## src/include/edge_defines.svh

```systemverilog
`ifndef EDGE_DEFINES_SVH
`define EDGE_DEFINES_SVH

//////////////////////////////////////////////////
// edge geometry
//////////////////////////////////////////////////

// one edge field as stored in memory
`define EDGE_BITS 32
`define EDGE_BYTES 4

//////////////////////////////////////////////////
// cacheline geometry
//////////////////////////////////////////////////

`define CACHELINE_BYTES 128
`define CACHELINE_BITS (`CACHELINE_BYTES * 8)
`define CACHELINE_EDGES (`CACHELINE_BYTES / `EDGE_BYTES)

// byte address on the memory side
`define ADDR_BITS 64

// queue depths
`define CMD_FIFO_DEPTH 4
`define EDGE_FIFO_DEPTH 64

`endif

```

## src/logic/mem_cmd_pkg.sv

```systemverilog
package mem_cmd_pkg;

	`include "edge_defines.svh"

	// which edge array a command or response belongs to
	typedef enum logic [1:0] {
		SRC    = 2'd0,
		DEST   = 2'd1,
		WEIGHT = 2'd2
	} array_sel_t;

	// request size in bytes, always a power of two
	typedef logic [7:0] req_size_t;

	// edge offset or edge count inside one line
	typedef logic [5:0] line_idx_t;

	// smallest power of two bytes that covers count edges, one line at most
	function automatic req_size_t request_size(input line_idx_t count);
		req_size_t size;
		int        needed;
		size   = req_size_t'(`EDGE_BYTES);
		needed = int'(count) * `EDGE_BYTES;
		for (int i = 0; i < $clog2(`CACHELINE_EDGES); i++) begin
			if ((int'(size) < needed) && (int'(size) < `CACHELINE_BYTES)) begin
				size = size << 1;
			end
		end
		return size;
	endfunction

endpackage

```

## src/logic/edge_job_pkg.sv

```systemverilog
package edge_job_pkg;

	`include "edge_defines.svh"

	// edge indices, degrees and running ids
	typedef logic [31:0] edge_count_t;

	// one src, dest or weight field
	typedef logic [`EDGE_BITS-1:0] edge_t;

	//////////////////////////////////////////////////
	// endianness
	//////////////////////////////////////////////////

	// memory holds edges in the opposite byte order
	function automatic edge_t swap_edge_bytes(input edge_t value);
		edge_t swapped;
		swapped = '0;
		for (int i = 0; i < `EDGE_BYTES; i++) begin
			swapped[i*8 +: 8] = value[(`EDGE_BYTES-1-i)*8 +: 8];
		end
		return swapped;
	endfunction

endpackage

```

## src/logic/edge_read_cmd_gen.sv

```systemverilog
`timescale 1ns/1ps

`include "edge_defines.svh"

module edge_read_cmd_gen (
	input  logic                        clock,
	input  logic                        rstn,
	input  logic                        vertex_valid,
	input  edge_job_pkg::edge_count_t   vertex_id,
	input  edge_job_pkg::edge_count_t   vertex_edges_idx,
	input  edge_job_pkg::edge_count_t   vertex_degree,
	output logic                        vertex_pop,
	input  logic [`ADDR_BITS-1:0]       src_base,
	input  logic [`ADDR_BITS-1:0]       dest_base,
	input  logic [`ADDR_BITS-1:0]       weight_base,
	input  logic                        issue_ok,
	output logic                        cmd_push,
	output logic [`ADDR_BITS-1:0]       cmd_address,
	output mem_cmd_pkg::req_size_t      cmd_size,
	output mem_cmd_pkg::array_sel_t     cmd_array,
	output mem_cmd_pkg::line_idx_t      cmd_offset,
	output mem_cmd_pkg::line_idx_t      cmd_count,
	output edge_job_pkg::edge_count_t   cur_degree
);

	import mem_cmd_pkg::*;
	import edge_job_pkg::*;

	localparam int LINE_BITS  = $clog2(`CACHELINE_BYTES);
	localparam int EDGE_SHIFT = $clog2(`EDGE_BYTES);
	localparam int PAD_BITS   = `ADDR_BITS - $bits(edge_count_t);

	typedef enum logic [2:0] {
		ST_ACCEPT,
		ST_INIT,
		ST_WAIT,
		ST_CALC,
		ST_IDLE,
		ST_SRC,
		ST_DEST,
		ST_WEIGHT
	} state_t;

	state_t                state;
	state_t                next_state;
	edge_count_t           remaining;
	edge_count_t           last_id;
	logic                  have_last;
	logic                  new_job;
	logic [`ADDR_BITS-1:0] byte_off;
	logic [`ADDR_BITS-1:0] aligned;
	logic [`ADDR_BITS-1:0] base;
	line_idx_t             rem_edges;
	line_idx_t             span_edges;
	line_idx_t             step_count;
	req_size_t             size_r;
	line_idx_t             offset_r;
	line_idx_t             count_r;

	//////////////////////////////////////////////////
	// vertex acceptance
	//////////////////////////////////////////////////

	// a job still held with the id just taken is not taken twice
	assign new_job    = vertex_valid && (!have_last || (vertex_id != last_id)) && issue_ok;
	assign vertex_pop = (state == ST_ACCEPT) && new_job;

	//////////////////////////////////////////////////
	// step FSM
	//////////////////////////////////////////////////

	always_comb begin
		next_state = state;
		case (state)
			ST_ACCEPT: begin
				if (vertex_pop) begin
					next_state = ST_INIT;
				end
			end
			ST_INIT: begin
				next_state = (remaining != '0) ? ST_WAIT : ST_ACCEPT;
			end
			ST_WAIT: begin
				if (issue_ok) begin
					next_state = ST_CALC;
				end
			end
			ST_CALC:   next_state = ST_IDLE;
			ST_IDLE:   next_state = ST_SRC;
			ST_SRC:    next_state = ST_DEST;
			ST_DEST:   next_state = ST_WEIGHT;
			ST_WEIGHT: begin
				next_state = (remaining != '0) ? ST_WAIT : ST_ACCEPT;
			end
			default:   next_state = ST_ACCEPT;
		endcase
	end

	// edges this step can carry, up to the line end
	always_comb begin
		span_edges = line_idx_t'(`CACHELINE_EDGES) - rem_edges;
		if (remaining >= edge_count_t'(span_edges)) begin
			step_count = span_edges;
		end else begin
			step_count = line_idx_t'(remaining);
		end
	end

	always_ff @(posedge clock or negedge rstn) begin
		if (!rstn) begin
			state      <= ST_ACCEPT;
			remaining  <= '0;
			cur_degree <= '0;
			last_id    <= '0;
			have_last  <= 1'b0;
		end else begin
			state <= next_state;
			if (vertex_pop) begin
				remaining  <= vertex_degree;
				cur_degree <= vertex_degree;
				last_id    <= vertex_id;
				have_last  <= 1'b1;
			end else if (state == ST_CALC) begin
				remaining <= remaining - edge_count_t'(step_count);
			end
		end
	end

	//////////////////////////////////////////////////
	// request sizing
	//////////////////////////////////////////////////

	always_ff @(posedge clock) begin
		if (vertex_pop) begin
			byte_off <= {{PAD_BITS{1'b0}}, vertex_edges_idx} << EDGE_SHIFT;
		end else if (state == ST_WEIGHT) begin
			// next step starts on the following line
			byte_off <= aligned + `ADDR_BITS'(`CACHELINE_BYTES);
		end
		if (state == ST_WAIT) begin
			aligned   <= {byte_off[`ADDR_BITS-1:LINE_BITS], {LINE_BITS{1'b0}}};
			rem_edges <= line_idx_t'(byte_off[LINE_BITS-1:EDGE_SHIFT]);
		end
		if (state == ST_CALC) begin
			count_r  <= step_count;
			offset_r <= rem_edges;
			// misaligned start pulls the whole line
			if (rem_edges != '0) begin
				size_r <= req_size_t'(`CACHELINE_BYTES);
			end else begin
				size_r <= request_size(step_count);
			end
		end
	end

	//////////////////////////////////////////////////
	// command issue
	//////////////////////////////////////////////////

	always_comb begin
		case (state)
			ST_DEST: begin
				cmd_array = DEST;
				base      = dest_base;
			end
			ST_WEIGHT: begin
				cmd_array = WEIGHT;
				base      = weight_base;
			end
			default: begin
				cmd_array = SRC;
				base      = src_base;
			end
		endcase
	end

	assign cmd_push    = (state == ST_SRC) || (state == ST_DEST) || (state == ST_WEIGHT);
	assign cmd_address = base + aligned;
	assign cmd_size    = size_r;
	assign cmd_offset  = offset_r;
	assign cmd_count   = count_r;

endmodule

```

## config.mk

```make
export PLATFORM = sky130hd
export DESIGN_NAME = edge_read_cmd_gen
export DESIGN_NICKNAME = d
export VERILOG_FILES = /design/src/logic/mem_cmd_pkg.sv /design/src/logic/edge_job_pkg.sv /design/src/logic/edge_read_cmd_gen.sv
export VERILOG_INCLUDE_DIRS = /design/src /design/src/include
export SDC_FILE = /design/constraint.sdc
export NUM_CORES = 1
export LEC_CHECK = 0
export BUFFER_PORTS_ARGS = -buffer_cell sky130_fd_sc_hd__buf_2
export CORE_MARGIN = 1.5
export CORE_UTILIZATION = 58
export DETAILED_ROUTE_END_ITERATION = 7
export GPL_ROUTABILITY_DRIVEN = 0
export PLACE_DENSITY = 0.87
export RECOVER_POWER = 50
export SYNTH_ARGS = -nofsm -noshare
export SYNTH_HDL_FRONTEND = slang
export SYNTH_SLANG_ARGS = --single-unit
export TNS_END_PERCENT = 30
```

## constraint.sdc

```tcl
create_clock -name clock -period 11.6 [get_ports clock]
set_input_delay 2.32 -clock clock [delete_from_list [all_inputs] [get_ports clock]]
set_output_delay 2.32 -clock clock [all_outputs]
set_load 0.02 [all_outputs]
```

==> impl_metrics.json <==
{
  "status": "finished, violations left",
  "violations": "max-capacitance violations, max-slew violations",
  "start_util_pct": 59.15,
  "grt_use_total_pct": 30.89,
  "slowest_delay_ns": 2.13,
  "synth_flop_cell": "edfxtp_1",
  "path_common_cell": "a21oi_1",
  "async_flop_share_pct": 41.49,
  "dp_slack_ns": 3.221,
  "num_vias": 14230,
  "path_class": "reg2out",
  "p_total_mw": 5.995,
  "postCtsResizedCells": 0,
  "drcViolationCount": 0,
  "clkTransAtPathRegs_ns": 0.06,
  "grt_first_pass_wirelength_um": 69250,
  "ys_top_cells_by_area": "edfxtp_1 22%, dfrtp_1 16%, nand2_1 7.6%",
  "hold_depth": 0,
  "synth_top_cell_area_share_pct": 21.62,
  "fin_skew_ns": 0.01712,
  "ff2ff_path_depth": 29,
  "leakagePower_nw": 8.431,
  "yosysTopAreaCell": "edfxtp_1",
  "required_ns": 9.28,
  "slew_headroom_pct": -206.6,
  "reg2reg_slack_ns": 3.47,
  "root_buffer": "clkbuf_16",
  "first_iter_violations": 1311,
  "hold_ws_ns": 0.4176,
  "grt_max_degree": 96,
  "slowest_stage": "dfrtp_1",
  "worstHoldStart": "byte_off[3]",
  "rsz0062_at_grt": "false",
  "hold_violations": 0,
  "core_um2": 26060,
  "first_pass_iters": 6,
  "arrival_ns": 7.01,
  "post_dp_cell_area_um2": 17670,
  "wl_um": 44090,
  "crit_family": "flip-flops",
  "worstPathCellList": "clkbuf_1 -> mux2i_1 -> a21oi_1 -> ha_1 -> o21a_1 -> o21ai_0 -> a21oi_1 -> o21ai_0 -> a21oi_1 -> a31oi_1 -> a311oi_1 -> a31o_2 -> a221oi_1 -> xnor2_1 -> buf_2",
  "row_count": 59,
  "synth_cell_types": 77,
  "syn_inst": 1704,
  "finalInstanceArea_um2": 18540,
  "vdd.ir_drop.worst_mv": 0.3251,
  "ant_nets": 0,
  "dieHeight_um": 166.0,
  "io_pins": 412,
  "post-route-min-period_ns": 9.327,
  "min_to": "rem_edges[1]",
  "yosysSeqAreaShare_pct": 41.75,
  "setup_viol": 0,
  "path_depth": 15,
  "r2r-end": "cmd_size[6]",
  "cts_tree": "yes",
  "grt_pass1_vias": 13870,
  "vias_per_cell": 5.828,
  "grt_remaining_overflow": 0,
  "numPortBuffers": 408,
  "setup_ws_ns": 2.273,
  "crit_fanout": 49,
  "tns_ns": 0,
  "avgRoutedWirePerCell_um": 18.06,
  "cap_violations": 4,
  "min_period_over_period_pct": 80.41,
  "numCtsBuffers": 25,
  "fill_cells": 1949,
  "maxSlewViolCount": 216,
  "seqCellArea_um2": 6436,
  "cts_setup_buffers": 0,
  "synth-edff-count": 111,
  "fmax_mhz": 107.2,
  "drive_gt1_share_pct": 21.55,
  "hold_buffers": 0,
  "dp_hpwl_um": 33240,
  "multi_input_area_um2": 8509,
  "syn_avg_cell_area_um2": 9.046,
  "p_per_area_nw_per_um2": 323.3,
  "yosys_warnings": 0,
  "crit_buf_inv": 2,
  "worstSetupEndpointType": "output port",
  "clock_path_buffers": 3,
  "cts.sinks": 241,
  "syn_to_final_growth_pct": 20.29,
  "worstReg2RegStart": "rem_edges[0]",
  "dieArea_um2": 27560,
  "worst_hold_path_type": "reg2reg",
  "h-tree-depth": 1,
  "final_nets": 2452,
  "antenna_found_initial": 13,
  "clock_latency_ns": 0.53,
  "syn-cell-area_um2": 15410,
  "tightest_slew_ns": 4.598,
  "ys_seq_elements": 241,
  "die_width_um": 166.0,
  "cp-start-kind": "flop"
}
how the worst max path moves through the flow:
stage | from | endpoint | slack, ns
2_1_floorplan | weight_base[7] | cmd_address[63] | 3.72
3_3_place_gp | weight_base[7] | cmd_address[63] | 3.22
3_5_place_dp | weight_base[7] | cmd_address[63] | 3.22
4_1_cts | weight_base[7] | cmd_address[63] | 3.20
5_1_grt | state[0] | cmd_address[62] | 1.85
6_report | state[0] | cmd_address[62] | 2.27
Yosys cell counts (all sizes together) (14+ instances only):
cell type  instances
buf               24
and3              20
nor2             131
dfrtp            100
a21oi            131
nand4             21
o21ai            126
o21a              14
a21o              33
xnor2             91
ha                80
nor4              16
dfxtp             30
nand2            313
nor3              29
edfxtp           111
clkbuf            47
mux2i             75
nand3             57
xor2              77
inv               51
metal layers:
layer / track usage [%] / wire length, um / up-vias
li1: - / - / 6749
met1: 36.43 / 16710 / 6647
met2: 53.82 / 21530 / 687
met3: 6.244 / 3704 / 137
met4: 14.92 / 2111 / 6
met5: 0 / 30 / -
sequential cells by signal, summed over array words and instances, names as in the netlist:
register,count
have_last,1
last_id,32
cmd_size,6
cmd_count,6
rem_edges,5
cmd_offset,5
cur_degree,32
state,3
aligned,57
byte_off,62
remaining,32
cells by family (layout without fill, tap and decap cells):
family | after synthesis | in the layout | share of synthesized area (%)
mux | 79 | 79 | 5.235
buf+inv | 122 | 513 | 3.157
simple gates | 644 | 644 | 18.93
flops | 241 | 241 | 41.75
compound gates | 367 | 367 | 14.60
xor+xnor | 168 | 168 | 9.545
fa+ha+maj | 82 | 82 | 6.753
other cells | 1 | 12 | 0.02433
power breakdown:
| group | switching, mW | internal, mW | total, mW |
|---|---|---|---|
| registers | 0.319 | 1.30 | 1.62 |
| logic | 2.19 | 1.31 | 3.50 |
| clock network | 0.343 | 0.534 | 0.877 |
layout make-up:
class | count | share of cell area [%]
inverter | 51 | 1.046
multi-input combinational | 1343 | 45.89
tap | 335 | 2.260
clock buffer | 35 | 4.143
antenna | 9 | 0.1215
timing repair buffer | 416 | 11.01
clock inverter | 11 | 0.8232
sequential | 241 | 34.71
metrics by stage:
stage / utilization [%] / cells
after floorplan: - / 1706
after global placement: 67.82 / 2386
after detailed placement: 67.82 / 2386
after CTS: 71.35 / 2432
after global routing: 71.15 / 2440
final: 71.16 / 2441
layout by cell type (no fill, tap or decap), types with 50 or more instances in the layout:
cell type    n
buf_2      371
mux2i_1     75
xor2_1      77
nand3_1     57
inv_1       50
a21oi_1    128
nand2_1    311
ha_1        80
nor2_1     131
dfrtp_1    100
xnor2_1     91
edfxtp_1   111
o21ai_0    122
(Power assumes the default switching activity.)
