--- src/logic/sync_fifo.sv ---
`timescale 1ns/1ps

module sync_fifo #(
	parameter int WIDTH = 32,
	parameter int DEPTH = 4
) (
	input  logic                         clock,
	input  logic                         rstn,
	input  logic                         push,
	input  logic [WIDTH-1:0]             data_in,
	output logic                         full,
	output logic [$clog2(DEPTH+1)-1:0]   free_slots,
	input  logic                         pop,
	output logic                         valid,
	output logic [WIDTH-1:0]             data_out,
	output logic                         empty
);

	localparam int PTR_BITS = (DEPTH > 1) ? $clog2(DEPTH) : 1;
	localparam int CNT_BITS = $clog2(DEPTH+1);

	logic [WIDTH-1:0]    mem [DEPTH];
	logic [PTR_BITS-1:0] wr_ptr;
	logic [PTR_BITS-1:0] rd_ptr;
	logic [CNT_BITS-1:0] count;
	logic                do_push;
	logic                do_pop;

	// overflow and underflow requests are dropped
	assign do_push = push && !full;
	assign do_pop  = pop && !empty;

	always_ff @(posedge clock) begin
		if (do_push) begin
			mem[wr_ptr] <= data_in;
		end
	end

	always_ff @(posedge clock or negedge rstn) begin
		if (!rstn) begin
			wr_ptr <= '0;
			rd_ptr <= '0;
			count  <= '0;
		end else begin
			if (do_push) begin
				wr_ptr <= (wr_ptr == PTR_BITS'(DEPTH-1)) ? '0 : wr_ptr + 1'b1;
			end
			if (do_pop) begin
				rd_ptr <= (rd_ptr == PTR_BITS'(DEPTH-1)) ? '0 : rd_ptr + 1'b1;
			end
			count <= count + CNT_BITS'(do_push) - CNT_BITS'(do_pop);
		end
	end

	// head shows without a pop, first word fall through
	assign data_out   = mem[rd_ptr];
	assign empty      = (count == '0);
	assign full       = (count == CNT_BITS'(DEPTH));
	assign valid      = !empty;
	assign free_slots = CNT_BITS'(DEPTH) - count;

endmodule

--- config.mk ---
export PLATFORM = sky130hd
export DESIGN_NAME = sync_fifo
export DESIGN_NICKNAME = d
export VERILOG_FILES = /design/src/logic/sync_fifo.sv
export SDC_FILE = /design/constraint.sdc
export NUM_CORES = 1
export LEC_CHECK = 0
export BUFFER_PORTS_ARGS = -buffer_cell sky130_fd_sc_hd__buf_2
export CAP_MARGIN = 30
export CORE_MARGIN = 4
export CORE_UTILIZATION = 25
export CTS_CLUSTER_DIAMETER = 200
export CTS_CLUSTER_SIZE = 8
export DETAILED_ROUTE_END_ITERATION = 10
export PLACE_DENSITY = 0.4
export SYNTH_ARGS = -nofsm -noshare
export SYNTH_HDL_FRONTEND = slang
export SYNTH_SLANG_ARGS = --single-unit
--- constraint.sdc ---
create_clock -name clock -period 3.2 [get_ports clock]
set_input_delay 0.64 -clock clock [delete_from_list [all_inputs] [get_ports clock]]
set_output_delay 0.64 -clock clock [all_outputs]
set_load 0.02 [all_outputs]
==> run summary, run 1 <==
status = completed
Switch Pwr = 0.00203 W
Routed WL per cell = 17.3 um
Arr. time, crit path = 2.99 ns
Peak VDD IR = 0.388 mV
Logic pwr share = 30.9%
worst r2r src = count[1]
Post-Syn Area = 5150 sq um
first-pass GRT wire length = 15500 um
RSZ-0062 raised after global routing = no
commonest non-fill, non-tap cells in the layout = edfxtp_1 (128), buf_2 (73), mux4_2 (28)
DP HPWL = 6480 um
crit share post-route = 82.8%
multiplexer share of the synthesized area = 15.2%
setup_tns = 0 ns
pin count of the biggest net entering global routing = 32
hold crit path type = primary input to async pin
antenna cell count = 0
Reg power frac = 37.0%
num ports = 74
RR Endpoint = count[2]
ANT nets after route = 0
placed cell area = 5870 sq um
Post-Route WL = 10200 um
setup bufs post-CTS = 0
crit path capture type = register
MaxCap Viol Count = 0
syn avg cell area = 24.3 sq um
Post-Synthesis Net Count = 259
PortBufs = 73
Worst-Skew Late Latency = 0.42 ns
Unique masters post-synth = 17
kind of critical path = register to register
Fin. Hold Viols = 0
gr ovfl total = 0
cts hold-fix bufs = 0
placed cells = 556
Starting Density = 25.4%
Detailed Routing Iterations Pass 1 = 4
Critical Path Max Stage Delay = 0.41 ns
Async S/R FF share, synth = 5.19%
Slowest-stage cell, CP = dfrtp_1
Tmin final = 2.65 ns
XOR/XNOR Fraction of Synth Area = 0.340%
commonest non-fill, non-tap cell in the layout = edfxtp_1
largest family of logic cells by synthesized area = multiplexers
fin. max-slew vios = 0
vias in the first global route = 2607
Final setup violation count = 0
clock sink count = 135
Die X = 151 um
cell-internal power = 0.00461 W
Max clock buf depth = 2
synthesized-area fraction occupied by adder cells = 2.82%
maximum clock rate = 377 MHz
Seq/Total Area, Yosys = 78.1%
Compound-Gate Fraction of Synth Area = 0%
Critical Path RT = 3.54 ns
Synth Register Bits = 135
Worst R2R Path Depth = 12
FP Rows = 52
initial antenna violation count = 1
Warnings, synthesis = 0
H-tree depth = 4
ys flop type = edfxtp_1
via count = 2342
switching share of power = 30.6%
Total Routing Usage GR = 9.59%
CTS Buf Count = 17
relative slew slack = 69.7%
share of layout cells above drive strength 1 = 47.8%
final non-filler cell area = 6530 sq um
Post-synth EDFFs = 128
Final GP Congestion = 0.683
final non-filler cell total = 588
Worst-Margin Slew = 0.454 ns
worst path cell trace = inv_1, ha_1, ha_1, nor2b_1, inv_1, ha_1, inv_1, ha_1, inv_1, fa_1, xnor2_1, xnor2_1
Startpoint Class = register
final net count = 352
post-CTS resize count = 0
critical-path maximum fanout = 7
Clock Pin Slew Worst Setup and Hold Paths = 0.06 ns
worst-case register-to-register setup slack = 0.55 ns
post-synthesis simple-gate area fraction = 0.875%
pwr dens = 1020 nW/um^2
area grow syn2layout = 26.8%
clock power share = 32.1%
CTS tree = done
Clock Skews = 0.0103 ns
core footprint = 20200 sq um
DRC Markers = 0
synthesized instance count = 212
Pleak = 2.31 nW
Die Ht = 151 um
drt initial violations = 116
CTS root buf = clkbuf_16
DIE AREA = 22900 sq um
vias per cell = 3.98
-- flip-flops by register name, indices dropped and copies added (netlist names) --
register / count
count: 3
rd_ptr: 2
wr_ptr: 2
mem: 128
-- cells by family (layout without fill, tap and decap cells) --
logic type | Yosys count | after routing
buffers and inverters | 20 | 126
xor gates and xnor gates | 2 | 2
adders and majority gates | 11 | 11
and+or+nand+nor | 8 | 8
muxes | 36 | 36
DFF | 135 | 135
-- critical path: cells and delay by family, from the launching register on --
kind                       cells  cell delay [ns]
xor gates and xnor gates       2             0.33
adders and majority gates      5             1.20
buffers and inverters          4             0.25
DFF                            1             0.41
and+or+nand+nor                1             0.38
-- layout make-up --
type	instances	area, sq um
Fill cell	1939	13700
Sequential cell	135	4020
Multi-Input combinational cell	57	993
Timing Repair Buffer	83	478
Clock buffer	20	457
Tap cell	270	338
Clock inverter	12	199
Inverter	11	41.3
-- Yosys cell counts (2+ instances only) --
| cell type | instances | share of area, % |
|---|---|---|
| and2_1 | 4 | 0.49 |
| xnor2_1 | 2 | 0.34 |
| mux2_2 | 4 | 0.88 |
| buf_12 | 3 | 1.2 |
| nor2b_1 | 2 | 0.24 |
| mux4_1 | 4 | 2.0 |
| dfrtp_1 | 7 | 3.4 |
| ha_1 | 10 | 2.4 |
| edfxtp_1 | 128 | 75 |
| nor2_1 | 2 | 0.15 |
| mux4_2 | 28 | 12 |
| inv_1 | 11 | 0.80 |
| buf_2 | 3 | 0.29 |
-- per-stage QoR --
stage,hold slack [ns],utilization (%),total power [W],setup WS [ns]
6_report,0.0550,32.3,0.00664,0.550
5_1_grt,0.0495,32.3,0.00701,0.320
4_1_cts,0.0397,32.3,0.00680,0.478
3_5_place_dp,0.504,29.0,0.00463,0.535
3_3_place_gp,0.499,29.0,0.00462,0.595
2_1_floorplan,0.344,-,0.00395,0.704
-- routing by layer --
| layer | routed length (um) | global-route usage [%] | part of all wire (%) |
|---|---|---|---|
| met1 | 4560 | 12.1 | 45 |
| met2 | 4790 | 14.5 | 47 |
| met3 | 653 | 3.81 | 6.4 |
| met4 | 183 | 4.49 | 1.8 |
| met5 | 13 | 0 | 0.13 |
-- power groups by stage --
stage | Combinational (W) | Sequential [W] | Clock [W]
after floorplan | 0.00150 | 0.00246 | 0
after global placement | 0.00213 | 0.00249 | 0
after detailed placement | 0.00213 | 0.00250 | 0
after CTS | 0.00214 | 0.00247 | 0.00220
after global routing | 0.00224 | 0.00249 | 0.00227
final | 0.00205 | 0.00246 | 0.00213
-- how the worst max path moves through the flow --
stage | start | to | slack [ns] | cells past startpoint
2_1_floorplan | count[1] | count[2] | 0.70 | 12
3_3_place_gp | count[1] | count[2] | 0.60 | 12
3_5_place_dp | count[1] | count[2] | 0.54 | 12
4_1_cts | rd_ptr[0] | data_out[1] | 0.48 | 3
5_1_grt | count[1] | count[2] | 0.32 | 12
6_report | count[1] | count[2] | 0.55 | 12
Power figures use the tool's default switching activity.
==> run 2, diff against run 1 <==
--- a/config.mk
+++ b/config.mk
@@ -12,7 +12,7 @@
 export CTS_CLUSTER_DIAMETER = 200
 export CTS_CLUSTER_SIZE = 8
 export DETAILED_ROUTE_END_ITERATION = 10
-export PLACE_DENSITY = 0.4
+export PLACE_DENSITY = 0.42
 export SYNTH_ARGS = -nofsm -noshare
 export SYNTH_HDL_FRONTEND = slang
 export SYNTH_SLANG_ARGS = --single-unit
==> constraint.sdc (replaced) <==
create_clock -name clock -period 2.2 [get_ports clock]
set_input_delay 0.44 -clock clock [delete_from_list [all_inputs] [get_ports clock]]
set_output_delay 0.44 -clock clock [all_outputs]
set_load 0.02 [all_outputs]
==> run 2 against run 1 <==
  * Flip-flop and latch count unchanged
  * Non-clock buffer count increased by 12
  * Combinational power up 99%
  * Clock power grew 32%
  * The flow now finishes with violations (negative setup slack)
==> run summary, run 2 (same netlist as run 1, synthesis figures left out) <==
PortBufs = 73 (unchanged)
CTS tree = done (unchanged)
Die X = 151 um (unchanged)
cell-internal power = 0.00720 W (was 0.00461 W)
final net count = 364 (was 352)
RR Endpoint = count[2] (unchanged)
top flop regs = mem x128, count x3 (unchanged)
Post-Route WL = 10400 um (was 10200 um)
H-tree depth = 4 (unchanged)
Die Ht = 151 um (unchanged)
pwr dens = 1510 nW/um^2 (was 1020 nW/um^2)
Clock Skews = 0.00665 ns (was 0.0103 ns)
Power Total = 0.0105 W (was 0.00664 W)
Startpoint Class = register (unchanged)
Switch Pwr = 0.00326 W (was 0.00203 W)
area grow syn2layout = 34.9% (was 26.8%)
critical path depth = 4 (was 12)
Slowest-stage cell, CP = mux4_2 (was dfrtp_1)
share of layout cells above drive strength 1 = 54.2% (was 47.8%)
launch point of the worst path = rd_ptr[0] (was count[1])
RSZ-0062 raised after global routing = yes (was no)
Logic pwr share = 39.0% (was 30.9%)
via count = 2380 (was 2342)
commonest non-fill, non-tap cell in the layout = edfxtp_1 (unchanged)
Detailed Routing Iterations Pass 1 = 4 (unchanged)
critical-path maximum fanout = 5 (was 7)
Max clock buf depth = 2 (unchanged)
critical path buffer and inverter count = 3 (was 4)
Final setup violation count = 6 (was 0)
Worst-Skew Late Latency = 0.42 ns (about the same)
crit path to = data_out[19] (was count[2])
Arr. time, crit path = 1.77 ns (was 2.99 ns)
hold crit path type = primary input to register (was primary input to async pin)
clock sink count = 135 (unchanged)
failing checks = negative setup slack
Tmin final = 2.21 ns
core footprint = 20200 sq um (unchanged)
Fin. Hold Viols = 0 (unchanged)
vias per cell = 3.96 (was 3.98)
fin. max-slew vios = 0 (unchanged)
Final GP Congestion = 0.687 (was 0.683)
fin worst setup slack = -0.0136 ns (was 0.550 ns)
switching share of power = 31.2% (was 30.6%)
Critical Path Max Stage Delay = 0.52 ns (was 0.41 ns)
relative slew slack = 82.8% (was 69.7%)
initial antenna violation count = 1 (unchanged)
Pleak = 2.45 nW (was 2.31 nW)
pin count of the biggest net entering global routing = 35 (was 32)
status = finished with violations (was completed)
kind of critical path = register to primary output (was register to register)
drt initial violations = 114 (was 116)
Critical Path RT = 1.76 ns (was 3.54 ns)
Reg power frac = 34.1% (was 37.0%)
Largest Register = mem (unchanged)
vias in the first global route = 2614 (was 2607)
FP Rows = 52 (unchanged)
CTS root buf = clkbuf_16 (unchanged)
DRC Markers = 0 (unchanged)
commonest non-fill, non-tap cells in the layout = edfxtp_1 (128), buf_2 (42), mux4_2 (32), buf_6 (32), clkbuf_16 (20) (was edfxtp_1 (128), buf_2 (73), mux4_2 (28))
Worst R2R Path Depth = 12 (unchanged)
Worst-Margin Slew = 0.258 ns (was 0.454 ns)
CTS Buf Count = 17 (unchanged)
CP delay by family, top = multiplexers (was adder cells)
num ports = 74 (unchanged)
clock power share = 27.0% (was 32.1%)
final non-filler cell total = 601 (was 588)
placed cells = 558 (was 556)
worst-case register-to-register setup slack = 0.07 ns (was 0.55 ns)
worst path cell trace = buf_12, clkbuf_16, mux4_2, buf_6 (was inv_1, ha_1, ha_1, nor2b_1, inv_1, ha_1, inv_1, ha_1, inv_1, fa_1, xnor2_1, xnor2_1)
Routed WL per cell = 17.4 um (was 17.3 um)
DP HPWL = 5950 um (was 6480 um)
Clock Pin Slew Worst Setup and Hold Paths = 0.06 ns (about the same)
first-pass GRT wire length = 15300 um (was 15500 um)
worst r2r src = count[0] (was count[1])
setup_tns = -0.0477 ns (was 0 ns)
Peak VDD IR = 0.667 mV (was 0.388 mV)
ANT nets after route = 0 (unchanged)
Total Routing Usage GR = 9.43% (was 9.59%)
Starting Density = 25.4% (unchanged)
max FFs per register = 128 (unchanged)
maximum clock rate = 452 MHz
MaxCap Viol Count = 0 (unchanged)
gr ovfl total = 0 (unchanged)
DIE AREA = 22900 sq um (unchanged)
crit path capture type = primary output (was register)
crit share post-route = 101%
-- run 2: worst min-delay path by stage --
stage	startpoint	to	cells after the start
CTS	data_in[18]	mem[3][18]	1
global route	data_in[28]	mem[2][28]	1
detailed placement	rstn	count[0]	1
floorplan	rstn	count[0]	0
global placement	rstn	count[0]	1
finish	data_in[18]	mem[3][18]	1
-- run 2: power by group through the flow --
| stage | Clock [W] | Sequential (W) | Combinational, W |
|---|---|---|---|
| after detailed placement | 0 | 0.00361 | 0.00324 |
| after floorplan | 0 | 0.00358 | 0.00222 |
| final | 0.00282 | 0.00356 | 0.00407 |
| after global routing | 0.00304 | 0.00360 | 0.00438 |
| after CTS | 0.00290 | 0.00356 | 0.00327 |
| after global placement | 0 | 0.00359 | 0.00323 |
-- run 2: what timing repair did --
item	in CTS	in global routing
gates resized for setup	3	78
hold buffers	1	0
buffers inserted	0	5
gates cloned	0	4
pin swaps	0	4
endpoints found under the hold margin	7	0
endpoints found under the setup margin	24	34
-- run 2: routing by layer --
metal | share of wire [%] | GRT usage (%) | wire (um) | vias to the layer above
met5 | 0.12 | 0 | 13 | -
met4 | 2.0 | 4.35 | 209 | 2
met3 | 5.7 | 3.87 | 598 | 17
met2 | 50 | 15.2 | 5230 | 65
met1 | 42 | 10.9 | 4390 | 1216
li1 | - | - | - | 1080
-- run 2: per-stage QoR --
stage | hold WS [ns] | area, sq um | setup slack [ns] | utilization [%]
2_1_floorplan | 0.144 | 5180 | -0.0223 | -
3_3_place_gp | 0.285 | 5950 | 0.0895 | 29.4
3_5_place_dp | 0.286 | 5950 | 0.0198 | 29.4
4_1_cts | 0.217 | 6570 | -0.0827 | 32.5
5_1_grt | 0.216 | 6940 | -0.0818 | 34.3
6_report | 0.236 | 6940 | -0.0136 | 34.3
-- run 2: cell type report --
cell class                      instances  area [sq um]
Inverter                               11          41.3
Clock buffer                           17           425
Fill cell                            1907         13300
Sequential cell                       135          4020
Antenna cell                            1          2.50
Multi-Input combinational cell         57          1050
Tap cell                              270           338
Clock inverter                         15           168
Timing Repair Buffer                   95           891
==> run 3, diff against run 2 <==
--- a/config.mk
+++ b/config.mk
@@ -5,6 +5,7 @@
 export SDC_FILE = /design/constraint.sdc
 export NUM_CORES = 1
 export LEC_CHECK = 0
+export ABC_AREA = 1
 export BUFFER_PORTS_ARGS = -buffer_cell sky130_fd_sc_hd__buf_2
 export CAP_MARGIN = 30
 export CORE_MARGIN = 4
@@ -12,7 +13,8 @@
 export CTS_CLUSTER_DIAMETER = 200
 export CTS_CLUSTER_SIZE = 8
 export DETAILED_ROUTE_END_ITERATION = 10
-export PLACE_DENSITY = 0.42
+export PLACE_DENSITY = 0.41
+export RECOVER_POWER = 50
 export SYNTH_ARGS = -nofsm -noshare
 export SYNTH_HDL_FRONTEND = slang
 export SYNTH_SLANG_ARGS = --single-unit
==> run 3 against run 2 <==
  * The run now ends clean
  * Synthesized area grew 15%
  * Flip-flop and latch count stayed put
  * Synthesized cell count increased to 2.7 times the previous value
  * Setup slack improved by 0.16 ns
  * Utilization down 3.3 points
  * Register-to-register slack improved by 0.08 ns
  * Critical path type is now register to register
  * Largest cell class unchanged
  * Largest power group unchanged
  * Highest routed layer unchanged
==> run summary, run 3 <==
status = completed (was finished with violations)
crit path to = count[1] (was data_out[19])
dominant cells by area after synthesis = edfxtp_1 (65%), nand2_1 (11%), nand3_1 (5.6%), inv_1 (5.1%), inv_2 (4.1%) (was edfxtp_1 (75%), mux4_2 (12%), dfrtp_1 (3.4%), ha_1 (2.4%), mux4_1 (2.0%))
crit share post-route = 93.4% (was 101%)
Final GP Congestion = 0.677 (was 0.687)
Worst-Skew Late Latency = 0.41 ns (was 0.42 ns)
Synth top area share = 64.9% (was 74.7%)
Detailed Routing Iterations Pass 1 = 4 (unchanged)
Tmin final = 2.05 ns (was 2.21 ns)
worst path cell trace = inv_2, ha_4, ha_2, inv_2, nand2_1, inv_1, ha_1, inv_1, ha_1, inv_1, fa_1, inv_1 (was buf_12, clkbuf_16, mux4_2, buf_6)
Clock Skews = 0.00645 ns (was 0.00665 ns)
Critical Path Max Stage Delay = 0.48 ns (was 0.52 ns)
Seq/Total Area, Yosys = 67.9% (was 78.1%)
Critical Path RT = 2.50 ns (was 1.76 ns)
Warnings, synthesis = 0 (unchanged)
critical path depth = 12 (was 4)
H-tree depth = 4 (unchanged)
vias in the first global route = 3832 (was 2614)
via count = 3723 (was 2380)
Final setup violation count = 0 (was 6)
CP most frequent cell = inv_1
Post-Route WL = 12800 um (was 10400 um)
Highest Signal Layer = met5 (unchanged)
met3 wire len = 691 um (was 598 um)
relative slew slack = 74.0% (was 82.8%)
Place WS = 0.0881 ns (was 0.0198 ns)
maximum clock rate = 487 MHz (was 452 MHz)
area grow syn2layout = 22.6% (was 34.9%)
Fin. Hold Viols = 0 (unchanged)
first-pass GRT wire length = 20100 um (was 15300 um)
worst r2r src = count[0] (unchanged)
launch point of the worst path = count[0] (was rd_ptr[0])
fill cell count = 2420 (was 1907)
fin worst setup slack = 0.146 ns (was -0.0136 ns)
fin. max-slew vios = 0 (unchanged)
CTS tree = done (unchanged)
syn avg cell area = 10.5 sq um (was 24.3 sq um)
Unique masters post-synth = 15 (was 17)
critical path buffer and inverter count = 6 (was 3)
Die Ht = 162 um (was 151 um)
share of layout cells above drive strength 1 = 23.6% (was 54.2%)
synthesized instance count = 564 (was 212)
Synth Register Bits = 135 (unchanged)
critical-path maximum fanout = 3 (was 5)
Pleak = 3.19 nW (was 2.45 nW)
Post-synth EDFFs = 128 (unchanged)
clock sink count = 135 (unchanged)
ys flop type = edfxtp_1 (unchanged)
met1 WL = 5310 um (was 4390 um)
Arr. time, crit path = 2.36 ns (was 1.77 ns)
ANT nets after route = 0 (unchanged)
max FFs per register = 128 (unchanged)
num ports = 74 (unchanged)
Peak VDD IR = 0.510 mV (was 0.667 mV)
commonest non-fill, non-tap cells in the layout = nand2_1 (175), edfxtp_1 (128), inv_1 (78) (was edfxtp_1 (128), buf_2 (42), mux4_2 (32), buf_6 (32), clkbuf_16 (20))
Worst-Margin Slew = 0.390 ns (was 0.258 ns)
final net count = 698 (was 364)
Post-Synthesis Net Count = 611 (was 259)
drt initial violations = 145 (was 114)
hold crit path type = primary input to register (unchanged)
MaxCap Viol Count = 0 (unchanged)
Starting Density = 25.3% (was 25.4%)
Routed WL per cell = 13.1 um (was 17.4 um)
pin count of the biggest net entering global routing = 67 (was 35)
Total Routing Usage GR = 10.2% (was 9.43%)
Worst R2R Path Depth = 12 (unchanged)
initial antenna violation count = 1 (unchanged)
CP delay by family, top = adder cells (was multiplexers)
Slowest-stage cell, CP = fa_1 (was mux4_2)
most common cell in the synthesized netlist = nand2_1 (was edfxtp_1)
Largest Register = mem (unchanged)
pwr dens = 1390 nW/um^2 (was 1510 nW/um^2)
FP Rows = 56 (was 52)
Async S/R FF share, synth = 5.19% (unchanged)
PortBufs = 73 (unchanged)
RSZ-0062 raised after global routing = no (was yes)
DP HPWL = 7940 um (was 5950 um)
antenna cell count = 0 (was 1)
WHS = 0.284 ns (was 0.236 ns)
metal2 WL = 6580 um (was 5230 um)
top flop regs = mem x128, count x3 (unchanged)
Synth area leader = edfxtp_1 (unchanged)
core footprint = 23400 sq um (was 20200 sq um)
CTS Buf Count = 17 (unchanged)
Die X = 162 um (was 151 um)
commonest non-fill, non-tap cell in the layout = nand2_1 (was edfxtp_1)
vias per cell = 3.80 (was 3.96)
worst-case register-to-register setup slack = 0.15 ns (was 0.07 ns)
Synth top cells by count = nand2_1 (176), edfxtp_1 (128), inv_1 (80) (was edfxtp_1 (128), mux4_2 (28), inv_1 (11))
gr ovfl total = 0 (unchanged)
crit path capture type = register (was primary output)
kind of critical path = register to register (was register to primary output)
Clock Pin Slew Worst Setup and Hold Paths = 0.05 ns (was 0.06 ns)
Post-Syn Area = 5920 sq um (was 5150 sq um)
Max clock buf depth = 2 (unchanged)
RR Endpoint = count[1] (was count[2])
DRC Markers = 0 (unchanged)
final core occ = 31.0% (was 34.3%)
DIE AREA = 26200 sq um (was 22900 sq um)
Startpoint Class = register (unchanged)
CTS root buf = clkbuf_16 (unchanged)
## run 3: cell types whose count changed after synthesis, sizes merged
cell and delta:
nand2 +176, and2 -4, o21ai +2, clkbuf -1
inv +133, clkinv +4, mux2 -4, mux4 -32
xnor2 -2, nand3 +66, nor2b -2, nor2 +2
buf +14
## run 3: per-layer routing
layer	up-vias	GRT usage [%]
met5	-	0
met4	2	3.81
met3	14	3.37
met2	68	18.3
met1	1724	11.4
li1	1915	-
## run 3: how the worst min path moves through the flow
| stage | end | cells after the start | slack (ns) | from |
|---|---|---|---|---|
| after floorplan | count[0] | 0 | 0.14 | rstn |
| after global placement | count[2] | 1 | 0.29 | rstn |
| after detailed placement | count[2] | 1 | 0.29 | rstn |
| after CTS | mem[1][20] | 1 | 0.22 | data_in[20] |
| after global routing | mem[3][8] | 1 | 0.27 | data_in[8] |
| final | mem[0][9] | 1 | 0.28 | data_in[9] |
## run 3: kinds of logic after synthesis
| kind of cell | synth area share [%] |
|---|---|
| DFF | 67.9 |
| buffers and inverters | 12.5 |
| and+or+nand+nor | 17.0 |
| AOI/OAI and AO/OA | 0.169 |
| adders and majority gates | 2.45 |
## run 3: where the power goes
group / internal, W / switching (W)
sequential: 0.00340 / 0.000179
clock: 0.00162 / 0.000916
combinational: 0.00127 / 0.00268
total: 0.00629 / 0.00377
## run 3: final cells by class
class | count | area [sq um] | share of cell area (%)
clock buffer | 21 | 440 | 6.07
inverter | 148 | 563 | 7.76
multi-input combinational | 259 | 1210 | 16.7
tap | 319 | 399 | 5.50
sequential | 135 | 4020 | 55.4
timing repair buffer | 90 | 542 | 7.46
clock inverter | 7 | 82.6 | 1.14
## run 3: per-stage QoR
step | total power, W | setup TNS [ns] | cells | area (sq um)
3_5_place_dp | 0.00769 | 0 | 949 | 6740
5_1_grt | 0.0108 | 0 | 979 | 7260
6_report | 0.0101 | 0 | 979 | 7260
2_1_floorplan | 0.00630 | -11.43 | 564 | 5940
4_1_cts | 0.0103 | 0 | 978 | 7280
3_3_place_gp | 0.00762 | 0 | 949 | 6740
## run 3: timing repair
action | in CTS | in global routing
resized for setup | 1 | 5
endpoints found under the hold margin | 7 | 0
buffers inserted | 0 | 1
endpoints found under the setup margin | 24 | 7
hold buffers | 1 | 0
